## config.mk

```make
export PLATFORM = sky130hd
export DESIGN_NAME = miniCore
export DESIGN_NICKNAME = d
export VERILOG_FILES = /design/src/verilog/corePkg.sv /design/src/verilog/executeUnit.sv /design/src/verilog/instrDecode.sv /design/src/verilog/miniCore.sv /design/src/verilog/resultWriteback.sv
export VERILOG_INCLUDE_DIRS = /design/src /design/src/include
export SDC_FILE = /design/constraint.sdc
export NUM_CORES = 2
export LEC_CHECK = 0
export ABC_CLOCK_PERIOD_IN_PS = 13500
export BUFFER_PORTS_ARGS = -buffer_cell sky130_fd_sc_hd__buf_2
export CAP_MARGIN = 10
export CORE_AREA = 2 2 628 318
export DETAILED_ROUTE_END_ITERATION = 8
export DIE_AREA = 0 0 630 320
export HOLD_SLACK_MARGIN = 0.05
export MAX_ROUTING_LAYER = met4
export SYNTH_ARGS = -nofsm -noshare
export SYNTH_HDL_FRONTEND = slang
export SYNTH_SLANG_ARGS = --single-unit
```

## constraint.sdc

```tcl
create_clock -name clock -period 13.5 [get_ports clock]
set_input_delay 2.7 -clock clock [delete_from_list [all_inputs] [get_ports clock]]
set_output_delay 2.7 -clock clock [all_outputs]
set_load 0.01 [all_outputs]
```

## src/include/core_config.svh

```systemverilog
`ifndef CORE_CONFIG_SVH
`define CORE_CONFIG_SVH

// Datapath sizing for the core

`define DATA_WIDTH 32       // Registers, HI, LO and ports

`define REG_COUNT 16        // General registers r0 to r15

`define REG_INDEX_WIDTH 4   // Holds 0 to REG_COUNT-1

`define IMM_WIDTH 19        // Constant field C of the I-format

// Derived widths
`define PRODUCT_WIDTH (2 * `DATA_WIDTH)   // Full mul result, HI then LO
`define SHIFT_WIDTH 5                     // Shift amount bits, log2 of DATA_WIDTH

`endif

```

## src/verilog/corePkg.sv

```systemverilog
package corePkg;

`include "core_config.svh"

    // Mini SRC encodings for the supported subset
    typedef enum logic [4:0] {
        opAdd  = 5'b00011,
        opSub  = 5'b00100,
        opAnd  = 5'b00101,
        opOr   = 5'b00110,
        opShr  = 5'b01001,
        opShl  = 5'b01011,
        opAddi = 5'b01100,
        opAndi = 5'b01101,
        opOri  = 5'b01110,
        opMul  = 5'b10000,
        opIn   = 5'b10110,
        opOut  = 5'b10111,
        opMfhi = 5'b11000,
        opMflo = 5'b11001,
        opNop  = 5'b11010
    } opcodeT;

    typedef struct packed {
        logic [`REG_INDEX_WIDTH-1:0]            rc;     // Third register of R-format
        logic [`IMM_WIDTH-`REG_INDEX_WIDTH-1:0] spare;  // Unused low bits
    } regFormT;

    // rc shares its bits with the top of C
    typedef union packed {
        regFormT                reg3;
        logic [`IMM_WIDTH-1:0]  c;
    } instrTailT;

    typedef struct packed {
        opcodeT                      opcode;  // Bits 31:27
        logic [`REG_INDEX_WIDTH-1:0] ra;      // Bits 26:23
        logic [`REG_INDEX_WIDTH-1:0] rb;      // Bits 22:19
        instrTailT                   tail;    // Bits 18:0, rc or C
    } instrFieldsT;

    typedef struct packed {
        logic                        valid;      // Clear for nop and unknown opcodes
        opcodeT                      op;
        logic [`REG_INDEX_WIDTH-1:0] dest;       // Written register
        logic [`REG_INDEX_WIDTH-1:0] srcA;
        logic [`REG_INDEX_WIDTH-1:0] srcB;
        logic [`DATA_WIDTH-1:0]      imm;        // Sign-extended C
        logic                        useImm;     // Operand B from imm
        logic                        writesReg;
    } decodedT;

    typedef struct packed {
        logic                        valid;
        logic                        writesReg;
        logic [`REG_INDEX_WIDTH-1:0] dest;
        logic [`DATA_WIDTH-1:0]      regData;
        logic                        writesHiLo;  // mul only
        logic [`DATA_WIDTH-1:0]      hiData;
        logic [`DATA_WIDTH-1:0]      loData;
        logic                        writesPort;  // out only
        logic [`DATA_WIDTH-1:0]      portData;
    } execResultT;

    typedef struct packed {
        logic [`REG_INDEX_WIDTH-1:0] dest;
        logic [`DATA_WIDTH-1:0]      data;
    } resultT;

endpackage

```

## src/verilog/executeUnit.sv

```systemverilog
`timescale 1ns/1ps

`include "core_config.svh"

module executeUnit import corePkg::*; (
    input  logic                        clock,
    input  logic                        rstN,
    input  decodedT                     decoded,
    input  logic [`DATA_WIDTH-1:0]      inPortData,  // Sampled at the execute edge
    input  logic [`DATA_WIDTH-1:0]      regDataA,    // Register file read A
    input  logic [`DATA_WIDTH-1:0]      regDataB,    // Register file read B
    input  logic [`DATA_WIDTH-1:0]      hiData,      // Committed HI
    input  logic [`DATA_WIDTH-1:0]      loData,      // Committed LO
    output logic [`REG_INDEX_WIDTH-1:0] readIndexA,
    output logic [`REG_INDEX_WIDTH-1:0] readIndexB,
    output execResultT                  execResult   // Pending write, one cycle ahead of commit
);

    logic                      bypassA;
    logic                      bypassB;
    logic                      bypassHiLo;
    logic [`DATA_WIDTH-1:0]    operandA;
    logic [`DATA_WIDTH-1:0]    operandB;
    logic [`DATA_WIDTH-1:0]    hiCurrent;
    logic [`DATA_WIDTH-1:0]    loCurrent;
    logic [`SHIFT_WIDTH-1:0]   shiftAmount;
    logic [`PRODUCT_WIDTH-1:0] product;
    logic [`DATA_WIDTH-1:0]    aluResult;
    execResultT                execNext;

    assign readIndexA = decoded.srcA;
    assign readIndexB = decoded.srcB;

    // Result still in the execute register is newer than the register file
    assign bypassA    = execResult.valid && execResult.writesReg
                        && (execResult.dest == readIndexA);
    assign bypassB    = execResult.valid && execResult.writesReg
                        && (execResult.dest == readIndexB);
    assign bypassHiLo = execResult.valid && execResult.writesHiLo;  // mfhi right after mul

    assign operandA = bypassA ? execResult.regData : regDataA;

    always_comb begin
        if (decoded.useImm) begin
            operandB = decoded.imm;         // I-format constant
        end else if (bypassB) begin
            operandB = execResult.regData;
        end else begin
            operandB = regDataB;
        end
    end

    assign hiCurrent = bypassHiLo ? execResult.hiData : hiData;
    assign loCurrent = bypassHiLo ? execResult.loData : loData;

    assign shiftAmount = operandB[`SHIFT_WIDTH-1:0];  // Low five bits only
    assign product     = {{`DATA_WIDTH{operandA[`DATA_WIDTH-1]}}, operandA}
                         * {{`DATA_WIDTH{operandB[`DATA_WIDTH-1]}}, operandB};  // Signed 64-bit

    always_comb begin
        case (decoded.op)
            opAdd, opAddi: aluResult = operandA + operandB;
            opSub:         aluResult = operandA - operandB;
            opAnd, opAndi: aluResult = operandA & operandB;
            opOr, opOri:   aluResult = operandA | operandB;
            opShl:         aluResult = operandA << shiftAmount;
            opShr:         aluResult = operandA >> shiftAmount;  // Logical shift with zero fill
            opMfhi:        aluResult = hiCurrent;
            opMflo:        aluResult = loCurrent;
            opIn:          aluResult = inPortData;
            default:       aluResult = '0;  // mul and out write no register
        endcase
    end

    always_comb begin
        execNext.valid      = decoded.valid;
        execNext.writesReg  = decoded.writesReg;
        execNext.dest       = decoded.dest;
        execNext.regData    = aluResult;
        execNext.writesHiLo = (decoded.op == opMul);
        execNext.hiData     = product[`PRODUCT_WIDTH-1:`DATA_WIDTH];  // Upper half to HI
        execNext.loData     = product[`DATA_WIDTH-1:0];
        execNext.writesPort = (decoded.op == opOut);
        execNext.portData   = operandA;  // Value of ra
    end

    always_ff @(posedge clock or negedge rstN) begin
        if (!rstN) begin
            execResult <= '0;
        end else begin
            execResult <= execNext;
        end
    end

endmodule

```

## src/verilog/instrDecode.sv

```systemverilog
`timescale 1ns/1ps

`include "core_config.svh"

module instrDecode import corePkg::*; (
    input  logic        clock,
    input  logic        rstN,
    input  logic        instrValid,  // One-cycle strobe
    input  instrFieldsT instr,
    output decodedT     decoded      // Registered, one cycle after sampling
);

    decodedT decodedNext;
    logic    knownOp;                 // Opcode in the supported set
    logic [`IMM_WIDTH-1:0] constC;

    assign constC = instr.tail.c;

    always_comb begin
        knownOp               = 1'b1;
        decodedNext.op        = instr.opcode;
        decodedNext.dest      = instr.ra;  // ra is the target of every register write
        decodedNext.srcA      = instr.rb;
        decodedNext.srcB      = instr.tail.reg3.rc;
        decodedNext.imm       = {{(`DATA_WIDTH - `IMM_WIDTH){constC[`IMM_WIDTH-1]}}, constC};
        decodedNext.useImm    = 1'b0;
        decodedNext.writesReg = 1'b0;

        case (instr.opcode)
            opAdd, opSub, opAnd, opOr, opShl, opShr: begin
                decodedNext.writesReg = 1'b1;  // ra <- rb op rc
            end
            opAddi, opAndi, opOri: begin
                decodedNext.useImm    = 1'b1;  // ra <- rb op C
                decodedNext.writesReg = 1'b1;
            end
            opMul: begin
                // Product goes to HI/LO, no register write
            end
            opMfhi, opMflo, opIn: begin
                decodedNext.writesReg = 1'b1;  // ra from HI, LO or input port
            end
            opOut: begin
                decodedNext.srcA = instr.ra;   // Port driven from ra
            end
            default: begin
                knownOp = 1'b0;                // nop and undefined codes
            end
        endcase

        decodedNext.valid = instrValid && knownOp;
    end

    always_ff @(posedge clock or negedge rstN) begin
        if (!rstN) begin
            decoded <= '0;            // Stage empty after reset
        end else begin
            decoded <= decodedNext;   // Latches every cycle, valid follows strobe
        end
    end

endmodule

```

## src/verilog/miniCore.sv

```systemverilog
`timescale 1ns/1ps

`include "core_config.svh"

module miniCore import corePkg::*; (
    input  logic                   clock,
    input  logic                   rstN,
    input  logic                   instrValid,  // Instruction strobe, no back-pressure
    input  instrFieldsT            instr,
    input  logic [`DATA_WIDTH-1:0] inPortData,
    output logic                   resultValid, // Two cycles after instrValid
    output resultT                 result,
    output logic                   outValid,
    output logic [`DATA_WIDTH-1:0] outPort
);

    decodedT                     decoded;
    execResultT                  execResult;
    logic [`REG_INDEX_WIDTH-1:0] readIndexA;
    logic [`REG_INDEX_WIDTH-1:0] readIndexB;
    logic [`DATA_WIDTH-1:0]      regDataA;
    logic [`DATA_WIDTH-1:0]      regDataB;
    logic [`DATA_WIDTH-1:0]      hiData;
    logic [`DATA_WIDTH-1:0]      loData;

    instrDecode u_decode (
        .clock      (clock),
        .rstN       (rstN),
        .instrValid (instrValid),
        .instr      (instr),
        .decoded    (decoded)
    );

    executeUnit u_execute (
        .clock      (clock),
        .rstN       (rstN),
        .decoded    (decoded),
        .inPortData (inPortData),
        .regDataA   (regDataA),
        .regDataB   (regDataB),
        .hiData     (hiData),
        .loData     (loData),
        .readIndexA (readIndexA),
        .readIndexB (readIndexB),
        .execResult (execResult)
    );

    resultWriteback u_writeback (
        .clock       (clock),
        .rstN        (rstN),
        .execResult  (execResult),
        .readIndexA  (readIndexA),
        .readIndexB  (readIndexB),
        .regDataA    (regDataA),
        .regDataB    (regDataB),
        .hiData      (hiData),
        .loData      (loData),
        .resultValid (resultValid),
        .result      (result),
        .outValid    (outValid),
        .outPort     (outPort)
    );

endmodule

```

## src/verilog/resultWriteback.sv

```systemverilog
`timescale 1ns/1ps

`include "core_config.svh"

module resultWriteback import corePkg::*; (
    input  logic                        clock,
    input  logic                        rstN,
    input  execResultT                  execResult,
    input  logic [`REG_INDEX_WIDTH-1:0] readIndexA,
    input  logic [`REG_INDEX_WIDTH-1:0] readIndexB,
    output logic [`DATA_WIDTH-1:0]      regDataA,     // Combinational reads
    output logic [`DATA_WIDTH-1:0]      regDataB,
    output logic [`DATA_WIDTH-1:0]      hiData,
    output logic [`DATA_WIDTH-1:0]      loData,
    output logic                        resultValid,  // One per register write
    output resultT                      result,
    output logic                        outValid,     // One per out instruction
    output logic [`DATA_WIDTH-1:0]      outPort
);

    logic [`DATA_WIDTH-1:0] regFile [`REG_COUNT];
    logic [`DATA_WIDTH-1:0] hiReg;
    logic [`DATA_WIDTH-1:0] loReg;
    logic [`DATA_WIDTH-1:0] outPortReg;  // Last value driven by out
    logic                   regWrite;
    logic                   hiLoWrite;

    assign regWrite  = execResult.valid && execResult.writesReg;
    assign hiLoWrite = execResult.valid && execResult.writesHiLo;

    // Strobes come straight from the execute register
    assign resultValid = regWrite;
    assign result.dest = execResult.dest;
    assign result.data = execResult.regData;
    assign outValid    = execResult.valid && execResult.writesPort;

    // New port value shows with its strobe, held afterwards
    assign outPort = outValid ? execResult.portData : outPortReg;

    assign regDataA = regFile[readIndexA];
    assign regDataB = regFile[readIndexB];
    assign hiData   = hiReg;
    assign loData   = loReg;

    always_ff @(posedge clock or negedge rstN) begin
        if (!rstN) begin
            for (int i = 0; i < `REG_COUNT; i++) begin
                regFile[i] <= '0;
            end
        end else if (regWrite) begin
            regFile[execResult.dest] <= execResult.regData;  // Commit one edge after strobe
        end
    end

    always_ff @(posedge clock or negedge rstN) begin
        if (!rstN) begin
            hiReg <= '0;
            loReg <= '0;
        end else if (hiLoWrite) begin
            hiReg <= execResult.hiData;
            loReg <= execResult.loData;
        end
    end

    always_ff @(posedge clock or negedge rstN) begin
        if (!rstN) begin
            outPortReg <= '0;
        end else if (outValid) begin
            outPortReg <= execResult.portData;
        end
    end

endmodule
```

After elaboration in Yosys (flattened, before gate mapping):

Cells that the tools add are included.

* bits in registers: 783
* latch bits: 0
* bits in writable memories: 0
* bits in read-only memories: 0
* bits of input ports: 67
* memories: 0

* add/sub/neg operators: 2
* $mul: 1
* divide/modulo/power cells: 0
* magnitude comparators: 4
* equal/unequal tests: 30
* shifts and indexed selects: 2
* muxes and demuxes: 20
* bitwise logic cells: 5
* reductions and logical operators: 13

Operators by type and width (count)
* $bwmux W512: 1
* $mux W32: 11
* $pmux W32 S9: 1
* $bmux W32 S4: 2
* $demux W32 S4: 1
* $mul A32 B32 Y64: 1
* $eq A5 B4 Y1 const B: 10
* $eq A5 B5 Y1 const B: 10
* $add A32 B32 Y32: 1
* $and A32 B32 Y32: 1
* $or A32 B32 Y32: 1
* $shl A32 B5 Y32: 1
* $shr A32 B5 Y32: 1
* $sub A32 B32 Y32: 1
* $eq A5 B3 Y1 const B: 6
* $ge A5 B5 Y1 const B: 3
* $not A4 Y5: 3
* $reduce_or A14 Y1: 1
* $reduce_or A12 Y1: 1
* $eq A5 B2 Y1 const B: 2
* $eq A4 B4 Y1: 2
* $logic_and A1 B1 Y1: 7
* $reduce_or A2 Y1: 3
* $lt A5 B1 Y1 const B: 1
* 3 further kinds: 5

Longest topological paths before layout:

* depth after elaboration: 8
* mapped depth: 41

Cells and area by module:

From an unflattened synthesis, not the netlist that was laid out.

* cell total of the unflattened synthesis: 7317
* area total of the unflattened synthesis: 78878.2 um2

Modules (own cells, without submodules)
* executeUnit: times used 1, cells each 5324, area each 47352.9 um2, seq. area each 3403.3 um2
* resultWriteback: times used 1, cells each 1917, area each 30330.3 um2, seq. area each 15214.6 um2
* instrDecode: times used 1, cells each 76, area each 1194.9 um2, seq. area each 875.8 um2

Least setup slack after synthesis:

No wires, ideal clock.

* path type: reg-to-reg
* start point: register u_decode.decoded[35] (netlist name)
* end point: register u_execute.execResult[96] (netlist name)
* library setup time: 0.080 ns
* data arrival time: 9.920 ns
* slack: 3.501 ns
* stages on the path, launching flop included: 34
* path buffers: 6
* cells stage by stage: dfrtp_1 -> buf_2 -> buf_2 -> buf_1 -> mux4_2 -> a22oi_1 -> nand2_1 -> a21oi_1 -> buf_6 -> clkbuf_1 -> nor2_1 -> fa_1 -> fa_1 -> fa_1 -> fa_1 -> inv_1 -> fa_1 -> inv_1 -> fa_1 -> fa_1 -> fa_1 -> ha_1 -> clkbuf_1 -> a21o_1 -> a21o_1 -> a21o_1 -> a21o_1 -> a21oi_1 -> inv_1 -> or3_1 -> o22a_1 -> a221o_1 -> a21oi_1 -> xnor2_1

==> impl_metrics.csv <==
group,metric,value,unit
run_status,run_status,"finished clean",
cts,cts_setup_buffers,0,
setup_path,crit_slowest_cell,"dfrtp_4",
setup_path,critPathMaxStageDelay,1030,ps
synthesis,synth_top_area_share,27.8,%
cts,clock_path_buffers,3,
timing,slew_viol_final,0,
place,io_buffers,136,
timing,skew,54.7,ps
drt,dr_total_vias,58100,
synthesis,ys_types,92,
die,rows,115,
synthesis,synthesis.area,77900,sq um
pwr,ir_worst_vdd,0.0926,mV
run,max_cap_violations,0,
timing,setup_viol,0,
setup_path,critical_path_required,14080,ps
global_routing,grt_max_degree,155,
setup_path,worstPathArrival,12430,ps
min_path,min_path_type,"register to register",
place,gp_congestion,1.06,
drt,ant_nets,0,
global_routing,grt_pass1_vias,59800,
cts,clock_sinks,779,
drt,wl_per_cell,28.8,um
pwr,p_leak,40.4,nW
drt,wirelength,286000,um
die,boundaryPins,137,
die,die_x,630,um
global_routing,grt_pass1_wl,421000,um
setup_path,path_class,"register to register",
global_routing,grt_overflow_total,0,
setup_path,critPathLaunchType,"register",
drt,post-route-drc-count,0,
pwr,powerDensity,78.9,nW/um^2
setup_path,crit_fanout,44,
global_routing,antenna_found_initial,18,
synthesis,yosysWarnings,0,
synthesis,yosys-top-cells-area,"fa_1 (28%), dfrtp_1 (25%), mux2_2 (7.5%)",
setup_path,crit_path_frequent_cell,"fa_1",
timing,hold_viol_final,0,
cts,cts.reportedPaths.clkPinSlew,60,ps
timing,fin_crit,11850,ps
timing,worstMarginPinSlew,1260,ps
synthesis,syn_avg_cell_area,10.6,sq um
synthesis,synth-seq-area-share,25.0,%
synthesis,synthArstFlopShare,100,%
timing,post-route-period-util,87.8,%
cts,postCtsResizedCells,0,
synthesis,synth_top_area_cell,"fa_1",
drt,first_pass_iters,6,
finish,drive_gt1_share,18.6,%
synthesis,synth_edf_count,0,
cts,worstSkewPairLatency,730,ps
place,place_ws,1850,ps
setup_path,cp-end-kind,"register",
drt,post_drt_via_cell_ratio,5.83,
synthesis,ys.flop_type,"dfrtp_1",
cts,cts_made_buffers,80,
finish,final_nets,8616,
timing,timing.final.ws_setup,1650,ps
global_routing,grt_usage,29.5,%
synthesis,synth_fp_nets,8722,
die,start_util,39.8,%
synthesis,synth_commonest_cells,"fa_1 (1,083), inv_1 (1,034), nand2_1 (821)",
finish,syn2layout_area_growth,8.15,%
cts,cts_root_buffer,"clkbuf_16",
timing,max_freq,0.0844,GHz
cts,htree_levels,3,
cts,holdBufCountCts,0,
drt,drt_iter0_drc,6965,
cts,tritoncts,"yes",
synthesis,syn_inst,7353,
synthesis,synth_seq_cells,779,
die,fp.dieH,320,um
die,dieArea,202000,sq um
timing,fin_tns_setup,0,ps
timing,slew-limit-headroom,15.7,%
synthesis,synth.most_common_cell,"fa_1",
die,coreArea,196000,sq um
timing,grt_setup_unrepaired,"no",
place,dp_hpwl,209000,um
cell type report:
class | count | area (sq um)
diodes | 9 | 22.5
clock buffers | 110 | 2270
clock inverters | 35 | 502
fillers | 18700 | 111000
inverters | 1050 | 3940
multi-input cells | 4990 | 52300
flip-flops and latches | 779 | 19500
well taps | 2632 | 3290
repair buffers | 346 | 2410
placed cells by master (no fill, tap or decap), drive strengths merged, types with 10 or more instances in the layout:
| cell | count |
|---|---|
| ha | 219 |
| a221oi | 32 |
| nand3 | 46 |
| nand2 | 822 |
| and2 | 15 |
| and3 | 20 |
| a21oi | 182 |
| o21a | 11 |
| xor2 | 45 |
| o41ai | 18 |
| fa | 1083 |
| mux4 | 274 |
| a21boi | 12 |
| clkbuf | 110 |
| nor3 | 10 |
| clkinv | 30 |
| nand4 | 23 |
| nand2b | 59 |
| mux2 | 523 |
| a31oi | 24 |
| a21o | 58 |
| o2111ai | 11 |
| dfrtp | 779 |
| o221ai | 16 |
| o211ai | 37 |
| a22oi | 53 |
| nor2 | 661 |
| a211oi | 25 |
| xnor2 | 91 |
| o21ai | 302 |
| o22ai | 10 |
| o21bai | 10 |
| mux2i | 141 |
| buf | 346 |
| nor2b | 19 |
| inv | 1042 |
| or2 | 15 |
| a22o | 20 |
worst max-delay path: cells and delay by family, from the launching register on:
family,cells,cell delay [ps]
muxes,4,1770
buffers and inverters,7,2010
adders and majority gates,9,3940
AOI/OAI and AO/OA,8,2200
and+or+nand+nor,3,510
xor gates and xnor gates,1,160
DFF,1,1030
sequential cells by signal, indices dropped and copies added, names as in the netlist:
register,count
u_writeback.regFile,512
u_execute.execResult,136
u_decode.decoded,35
u_writeback.hiData,32
u_writeback.loData,32
u_writeback.outPortReg,32
cell families (layout without fill, tap and decap cells):
family,count (synthesis),in the layout,share of synthesized area (%)
AO/OA/AOI/OAI,884,884,7.28
XOR/XNOR,136,136,1.53
adder cells (fa/ha/maj),1302,1302,31.3
buffers and inverters,1584,1541,8.24
flip-flops,779,779,25.0
multiplexers,938,938,17.4
other,0,9,0
AND/OR/NAND/NOR,1730,1730,9.20
stage by stage:
stage / utilization, % / std cells / hold WS [ps] / total power [mW] / area [sq um]
2_1_floorplan: - / 7353 / 331 / 3.57 / 77900
3_3_place_gp: 41.6 / 9796 / 332 / 4.24 / 81500
3_5_place_dp: 41.6 / 9796 / 335 / 4.25 / 81500
4_1_cts: 43.1 / 9941 / 348 / 6.64 / 84300
5_1_grt: 43.1 / 9948 / 354 / 6.89 / 84300
6_report: 43.1 / 9951 / 347 / 6.65 / 84300
worst paths after layout:
kind                                      startpoint  slack [ps]  depth (start not counted)                        end
min in group asynchronous                       rstN        1980                          1   u_execute.execResult[28]
worst max-delay path            u_decode.decoded[38]        1650                         32   u_execute.execResult[95]
max in group asynchronous                       rstN        9090                          3       u_decode.decoded[34]
worst min register to register  u_decode.decoded[42]         350                          0  u_execute.execResult[130]
worst min-delay path            u_decode.decoded[42]         350                          0  u_execute.execResult[130]
worst max register to register  u_decode.decoded[38]        1650                         32   u_execute.execResult[95]
where the power goes:
group          switching, mW  internal [mW]  total (mW)
Combinational           1.11          0.558        1.67
Sequential             0.126           2.47        2.59
Clock                   1.05           1.35        2.39
per-layer routing:
layer | wire length (um) | up-vias | global-route usage [%]
met2 | 126000 | 3112 | 43.4
met4 | 16200 | 0 | 14.0
met5 | 0 | - | -
li1 | - | 23700 | -
met1 | 115000 | 30500 | 38.8
met3 | 29400 | 701 | 6.79
No activity file was read; power rests on OpenSTA's default activity.
